[src/source/isaPkg.sv]
`default_nettype none

package isaPkg;

    localparam int wordWidth = 24;                      // data, instruction and pc width

    typedef logic [wordWidth-1:0] wordT;
    typedef logic [3:0]           regAddrT;

    // instruction field positions
    localparam int opcodeMsb = 23;
    localparam int opcodeLsb = 21;
    localparam int vBit      = 20;
    localparam int rdMsb     = 19;
    localparam int rdLsb     = 16;
    localparam int rsMsb     = 15;
    localparam int rsLsb     = 12;
    localparam int rtMsb     = 11;
    localparam int rtLsb     = 8;
    localparam int immMsb    = 7;                       // five-bit alu immediate
    localparam int immLsb    = 3;
    localparam int offsetMsb = 7;                       // memory offset, down to bit 0
    localparam int targetMsb = 19;                      // branch target, down to bit 0
    localparam int functMsb  = 2;
    localparam int functLsb  = 0;

    typedef enum logic [2:0] {
        opData       = 3'b000,
        opLoad       = 3'b001,
        opStore      = 3'b010,
        opBranch     = 3'b011,
        opBranchZero = 3'b100
    } opcodeT;                                          // 101..111 act as nop

    typedef enum logic [1:0] {
        immAlu    = 2'b00,
        immMem    = 2'b01,
        immBranch = 2'b10
    } immSrcT;

endpackage

`default_nettype wire

[src/source/aluPkg.sv]
`default_nettype none

package aluPkg;

    // encoding matches the funct field
    typedef enum logic [2:0] {
        aluAdd   = 3'b000,
        aluSub   = 3'b001,
        aluAnd   = 3'b010,
        aluOr    = 3'b011,
        aluXor   = 3'b100,
        aluShl   = 3'b101,
        aluShr   = 3'b110,
        aluPassB = 3'b111
    } aluOpT;

    localparam int shiftAmtWidth = 5;                   // shift amount taken from b

    typedef logic [3:0] flagsT;

    localparam int flagN = 3;
    localparam int flagZ = 2;
    localparam int flagC = 1;                           // no borrow on sub
    localparam int flagV = 0;

endpackage

`default_nettype wire

[src/source/controlUnit.sv]
`timescale 1ns/1ps
`default_nettype none

module controlUnit import isaPkg::*, aluPkg::*; (
    input  logic   clk,
    input  logic   arstN,
    input  opcodeT opcode,
    input  logic   v,
    input  aluOpT  funct,
    input  flagsT  aluFlags,
    output logic   pcSrc,
    output logic   memToReg,
    output logic   memWrite,
    output logic   aluSrc,
    output logic   regWrite,
    output aluOpT  aluControl,
    output immSrcT immSrc
);

    logic  regWriteDec;
    logic  memWriteDec;
    logic  flagWrite;
    flagsT flagsQ;

    always_comb begin
        pcSrc       = 1'b0;
        memToReg    = 1'b0;
        memWriteDec = 1'b0;
        aluSrc      = 1'b0;
        regWriteDec = 1'b0;
        flagWrite   = 1'b0;
        aluControl  = aluAdd;
        immSrc      = immAlu;
        case (opcode)
            opData: begin
                aluSrc      = v;                        // v picks the immediate
                aluControl  = funct;
                regWriteDec = 1'b1;
                flagWrite   = 1'b1;
            end
            opLoad: begin
                aluSrc      = 1'b1;
                immSrc      = immMem;
                memToReg    = 1'b1;
                regWriteDec = 1'b1;
            end
            opStore: begin
                aluSrc      = 1'b1;
                immSrc      = immMem;
                memWriteDec = 1'b1;
            end
            opBranch: begin
                aluSrc     = 1'b1;
                immSrc     = immBranch;
                aluControl = aluPassB;                  // result is the target
                pcSrc      = 1'b1;
            end
            opBranchZero: begin
                aluSrc     = 1'b1;
                immSrc     = immBranch;
                aluControl = aluPassB;
                pcSrc      = flagsQ[flagZ];             // stored z from last data op
            end
            default: begin
            end
        endcase
    end

    // no writes of any kind while the program is being loaded
    assign regWrite = regWriteDec & arstN;
    assign memWrite = memWriteDec & arstN;

    always_ff @(posedge clk or negedge arstN) begin
        if (!arstN) begin
            flagsQ <= '0;
        end else if (flagWrite) begin
            flagsQ <= aluFlags;
        end
    end

    assert property (@(posedge clk) disable iff (!arstN) !(memWrite && regWrite));

endmodule

`default_nettype wire

[src/source/registerFile.sv]
`timescale 1ns/1ps
`default_nettype none

module registerFile import isaPkg::*; (
    input  logic    clk,
    input  logic    arstN,
    input  regAddrT readAddr1,
    input  regAddrT readAddr2,
    input  regAddrT writeAddr,
    input  logic    writeEn,
    input  wordT    writeData,
    output wordT    readData1,
    output wordT    readData2
);

    localparam int numRegs = 2 ** $bits(regAddrT);

    wordT regs [numRegs];

    always_ff @(posedge clk or negedge arstN) begin
        if (!arstN) begin
            for (int i = 0; i < numRegs; i++) begin
                regs[i] <= '0;
            end
        end else if (writeEn) begin
            regs[writeAddr] <= writeData;
        end
    end

    assign readData1 = regs[readAddr1];                 // base / operand a
    assign readData2 = regs[readAddr2];                 // rt, also store data

endmodule

`default_nettype wire

[src/source/immExtend.sv]
`timescale 1ns/1ps
`default_nettype none

module immExtend import isaPkg::*; (
    input  wordT   instruction,
    input  immSrcT immSrc,
    output wordT   extImm
);

    always_comb begin
        case (immSrc)
            immAlu:    extImm = wordT'(instruction[immMsb:immLsb]);
            immMem:    extImm = wordT'(instruction[offsetMsb:0]);
            immBranch: extImm = wordT'(instruction[targetMsb:0]);  // absolute target
            default:   extImm = '0;
        endcase
    end

endmodule

`default_nettype wire

[src/source/alu.sv]
`timescale 1ns/1ps
`default_nettype none

module alu import isaPkg::*, aluPkg::*; (
    input  wordT  a,
    input  wordT  b,
    input  aluOpT aluControl,
    output wordT  result,
    output flagsT flags
);

    logic [wordWidth:0]       addFull;
    logic [wordWidth:0]       subFull;
    logic [shiftAmtWidth-1:0] shiftAmt;
    logic                     carryOut;
    logic                     overflow;

    assign addFull  = {1'b0, a} + {1'b0, b};
    assign subFull  = {1'b0, a} + {1'b0, ~b} + 1'b1;    // carry out means no borrow
    assign shiftAmt = b[shiftAmtWidth-1:0];

    always_comb begin
        carryOut = 1'b0;
        overflow = 1'b0;
        case (aluControl)
            aluAdd: begin
                result   = addFull[wordWidth-1:0];
                carryOut = addFull[wordWidth];
                overflow = (a[wordWidth-1] == b[wordWidth-1]) &&
                           (addFull[wordWidth-1] != a[wordWidth-1]);
            end
            aluSub: begin
                result   = subFull[wordWidth-1:0];
                carryOut = subFull[wordWidth];
                overflow = (a[wordWidth-1] != b[wordWidth-1]) &&
                           (subFull[wordWidth-1] != a[wordWidth-1]);
            end
            aluAnd:   result = a & b;
            aluOr:    result = a | b;
            aluXor:   result = a ^ b;
            aluShl:   result = a << shiftAmt;
            aluShr:   result = a >> shiftAmt;           // logical
            aluPassB: result = b;
            default:  result = '0;
        endcase
    end

    assign flags[flagN] = result[wordWidth-1];
    assign flags[flagZ] = (result == '0);
    assign flags[flagC] = carryOut;
    assign flags[flagV] = overflow;

endmodule

`default_nettype wire

[src/source/processor.sv]
`timescale 1ns/1ps
`default_nettype none

module processor import isaPkg::*, aluPkg::*; (
    input  logic clk,
    input  logic arstN,
    input  wordT instruction,                           // from instruction memory
    input  wordT readData,                              // from data memory
    output wordT pcAddress,
    output logic memWrite,
    output wordT aluResult,                             // data address on loads/stores
    output wordT writeData
);

    opcodeT  opcode;
    logic    v;
    regAddrT rd;
    regAddrT rs;
    regAddrT rt;
    aluOpT   funct;

    logic    pcSrc;
    logic    memToReg;
    logic    aluSrc;
    logic    regWrite;
    aluOpT   aluControl;
    immSrcT  immSrc;
    flagsT   aluFlags;

    wordT    srcA;
    wordT    rtData;
    wordT    srcB;
    wordT    extImm;
    wordT    result;
    wordT    pcPlus1;
    wordT    nextPc;

    // field split
    assign opcode = opcodeT'(instruction[opcodeMsb:opcodeLsb]);
    assign v      = instruction[vBit];
    assign rd     = instruction[rdMsb:rdLsb];
    assign rs     = instruction[rsMsb:rsLsb];
    assign rt     = instruction[rtMsb:rtLsb];
    assign funct  = aluOpT'(instruction[functMsb:functLsb]);

    assign pcPlus1 = pcAddress + wordT'(1);
    assign nextPc  = pcSrc ? result : pcPlus1;          // branch target comes via alu

    always_ff @(posedge clk or negedge arstN) begin
        if (!arstN) begin
            pcAddress <= '0;
        end else begin
            pcAddress <= nextPc;
        end
    end

    controlUnit u_controlUnit (
        .clk        (clk),
        .arstN      (arstN),
        .opcode     (opcode),
        .v          (v),
        .funct      (funct),
        .aluFlags   (aluFlags),
        .pcSrc      (pcSrc),
        .memToReg   (memToReg),
        .memWrite   (memWrite),
        .aluSrc     (aluSrc),
        .regWrite   (regWrite),
        .aluControl (aluControl),
        .immSrc     (immSrc)
    );

    registerFile u_registerFile (
        .clk       (clk),
        .arstN     (arstN),
        .readAddr1 (rs),
        .readAddr2 (rt),                                // rt for data ops and stores
        .writeAddr (rd),
        .writeEn   (regWrite),
        .writeData (result),
        .readData1 (srcA),
        .readData2 (rtData)
    );

    immExtend u_immExtend (
        .instruction (instruction),
        .immSrc      (immSrc),
        .extImm      (extImm)
    );

    assign srcB      = aluSrc ? extImm : rtData;
    assign writeData = rtData;                          // store writes rt

    alu u_alu (
        .a          (srcA),
        .b          (srcB),
        .aluControl (aluControl),
        .result     (aluResult),
        .flags      (aluFlags)
    );

    assign result = memToReg ? readData : aluResult;

    assert property (@(posedge clk) disable iff (!arstN) !$isunknown(pcAddress));

    // sub gives z exactly when the operands match
    assert property (@(posedge clk) disable iff (!arstN)
        (aluControl == aluSub) |-> (aluFlags[flagZ] == (srcA == srcB)));

endmodule

`default_nettype wire

[config.mk]
export PLATFORM = sky130hd
export DESIGN_NAME = processor
export DESIGN_NICKNAME = d
export VERILOG_FILES = /design/src/source/isaPkg.sv /design/src/source/aluPkg.sv /design/src/source/controlUnit.sv /design/src/source/registerFile.sv /design/src/source/immExtend.sv /design/src/source/alu.sv /design/src/source/processor.sv
export SDC_FILE = /design/constraint.sdc
export NUM_CORES = 1
export LEC_CHECK = 0
export ABC_AREA = 1
export BUFFER_PORTS_ARGS = -buffer_cell sky130_fd_sc_hd__buf_2
export CAP_MARGIN = 10
export CORE_ASPECT_RATIO = 0.6
export CORE_MARGIN = 1.5
export CORE_UTILIZATION = 25
export CTS_BUF_LIST = sky130_fd_sc_hd__clkbuf_8
export CTS_CLUSTER_DIAMETER = 40
export DETAILED_ROUTE_END_ITERATION = 8
export PLACE_DENSITY_LB_ADDON = 0.08
export SLEW_MARGIN = 20
export SYNTH_ARGS = -nofsm -noshare
export SYNTH_HDL_FRONTEND = slang
export SYNTH_SLANG_ARGS = --single-unit
[constraint.sdc]
create_clock -name clk -period 4.4 [get_ports clk]
set_input_delay 0.44 -clock clk [delete_from_list [all_inputs] [get_ports clk]]
set_output_delay 0.44 -clock clk [all_outputs]
set_load 0.02 [all_outputs]
==> impl_metrics.csv <==
group,metric,value,unit
yosys,synthTopCellsByCount,"nand2_1, nand3_1, o21ai_0",
yosys,synth-seq-cells,409,
die,rows,97,
route,routed-via-count,33600,
sta,max_freq,218,MHz
status,status,"finished, violations left",
sta,tightest_slew,1180,ps
route,ant_nets,0,
critical_path,worstPathCellList,"buf_6 > inv_6 > buf_12 > buf_4 > buf_6 > o21ai_0 > o221ai_1 > nand3_1 > nand3_1 > nand2_2 > ha_4 > buf_4 > a21oi_2 > buf_4 > o21ai_1 > a31oi_2 > nand3_1 > o21ai_1 > a21oi_1 > nor2_1 > nand2_1 > nor2_2 > inv_1 > buf_2",
yosys,synth_top_area_cell,"dfrtp_1",
critical_path,critPathKind,"in2out",
sta,final_hold_viol_count,0,
die,core_area,117000,um^2
finish,area_delta_synth_final,37.8,%
sta,slew_viol_final,0,
global_routing,grt_pass1_vias,30800,
pwr,power_density,443,nW/um^2
clock_tree,cts-root-buf,"clkbuf_8",
global_routing,track_usage,26.7,%
clock_tree,path_clk_slew,60,ps
sta,layout_setup_ws,-181,ps
die,die_h,270,um
yosys,ys_seq_area_share,34.4,%
critical_path,crit_path_top_delay_cell,"a31oi_2",
yosys,synthCells,4313,
critical_path,critPathMaxStageDelay,340,ps
die,io_pins,123,
yosys,synth-edff-count,0,
die,die-area,121000,um^2
yosys,avgSynthCellArea,6.89,um^2
yosys,synth_flop_cell,"dfrtp_1",
critical_path,cp-start-kind,"input pin",
placement,place.gp.congestion,0.991,
pwr,p_leak,18.6,nW
route,vias_per_cell,5.13,
run,max_cap_viol_count,0,
yosys,synth.net_count,4438,
critical_path,cp-end-kind,"primary output",
clock_tree,clock_latency,780,ps
placement,portBuffers,122,
finish,nNetsFinal,5017,
critical_path,required,3960,ps
clock_tree,clockBufferDepth,3,
sta,relSlewSlack,21.6,%
route,drt-wirelength-per-cell,25.3,um
yosys,synthTopCellsByArea,"dfrtp_1, nand2_1, nand3_1",
yosys,yosysMostFrequentCell,"nand2_1",
clock_tree,cts_tree,"built",
finish,drive_gt1_share,27.8,%
global_routing,grt_max_degree,126,
sta,setup_viol_count_final,14,
pwr,peakVddDrop,0.000208,V
route,wirelength,166,mm
placement,dp_hpwl,120,mm
pwr,finalPower,18.2,mW
sta,grt_setup_unrepaired,"yes",
sta,fin_crit_sh,104,%
sta,fin_setup_tns,-1480,ps
sta,fin_skew,79.6,ps
global_routing,antenna_found_initial,10,
worst_hold_path,hold_class,"in2async",
yosys,yosys.area.top_type_share,34.4,%
yosys,synthesis.area,29700,um^2
status,violations,"setup timing",
route,drcViolationCount,0,
global_routing,grt_pass1_wl,234,mm
placement,post-place-ws,-602,ps
clock_tree,cts.sinks,409,
clock_tree,htree_levels,3,
yosys,yosys.cell_types.count,59,
global_routing,overflow,0,
die,initial_core_util,25.3,%
yosys,async_reset_ff_share,100,%
critical_path,crit_path_max_fanout,28,
yosys,synth_warnings,0,
route,drtPass1Iterations,6,
sta,finalCriticalPeriod,4580,ps
route,drt_iter0_drc,4017,
clock_tree,cts_buffers,84,
die,die_w,448,um
critical_path,cp.arrival,4140,ps
## final cells by class
class,instances,area (um^2)
Antenna cell,1,2.50
Tap cell,1584,1980
Fill cell,12800,76400
Clock inverter,51,589
Multi-Input combinational cell,3196,18100
Clock buffer,103,1420
Timing Repair Buffer,806,7150
Sequential cell,409,10200
Inverter,395,1510
## cell families (layout without fill, tap and decap cells)
family          Yosys count  count (layout)  synth area share [%]
flops                   409             409                  34.4
other cells               0               1                     0
xor+xnor                 35              35                  1.03
fa+ha+maj                75              75                  3.21
mux                      13              13                 0.985
buf+inv                 708            1355                  10.5
compound gates         1231            1231                  22.8
simple gates           1842            1842                  27.0
## layer usage
| metal | track usage [%] | up-vias | part of all wire (%) |
|---|---|---|---|
| met4 | 4.42 | 0 | 1.5 |
| li1 | - | 15800 | - |
| met1 | 44.1 | 16300 | 53 |
| met5 | 0 | - | 0 |
| met3 | 6.02 | 141 | 8.7 |
| met2 | 34.0 | 1325 | 37 |
## state kept, by name, summed over array words and instances (netlist names)
name,cells
u_controlUnit.flagsQ,1
u_registerFile.regs,384
pcAddress,24
## cell usage in the layout (no fill, tap or decap), types with 19 or more instances in the layout
cell,instances
xor2_1,21
nand4_1,19
clkbuf_8,103
buf_2,98
a21oi_1,266
inv_2,60
buf_4,553
nor2_1,183
o21ai_0,517
nor2_2,26
nand2_4,24
a21oi_2,48
nand2_1,851
o211ai_1,109
buf_6,66
buf_12,77
nand3_1,567
o21ai_2,31
dfrtp_1,409
inv_1,338
o21ai_1,153
a31oi_1,27
ha_1,51
ha_4,20
nand2_2,66
nand3_2,39
## report_power, final
group | switching (mW) | total, mW | internal, mW
clock | 2.07 | 4.87 | 2.80
combinational | 4.93 | 8.22 | 3.28
sequential | 0.550 | 5.07 | 4.52
total | 7.55 | 18.2 | 10.6
## repair_timing
item                                    CTS  global route
resized for setup                       331           225
pin swaps                               119           149
hold endpoints to repair                 67             0
gates cloned                              1             2
setup buffers                            49            46
endpoints found under the setup margin   59            23
hold buffers                              1             0
## final timing paths
kind	start	endpoint	slack (ps)	cells past startpoint
worst min-delay path	arstN	u_registerFile.regs[97]	140	2
max in group asynchronous	arstN	u_registerFile.regs[381]	2200	4
worst max-delay path	instruction[8]	aluResult[20]	-180	24
worst min register to register	u_registerFile.regs[327]	u_registerFile.regs[327]	480	2
worst max register to register	u_registerFile.regs[125]	u_registerFile.regs[286]	330	28
min in group clk	readData[23]	u_registerFile.regs[167]	160	4
## worst max-delay path, delay by kind of cell
| kind | cells | cell delay [ps] |
|---|---|---|
| buffers and inverters | 9 | 1340 |
| AND/OR/NAND/NOR | 7 | 900 |
| adder cells (fa/ha/maj) | 1 | 290 |
| AO/OA/AOI/OAI | 7 | 1140 |
## stage by stage
step	util, %	cells	area, um^2	hold slack [ps]
CTS	33.9	6500	39700	43.2
finish	34.9	6545	41000	136
global route	34.9	6544	41000	131
global placement	30.8	6298	36100	340
detailed placement	30.8	6298	36100	339
floorplan	-	4313	29700	144
Power figures use the tool's default switching activity.
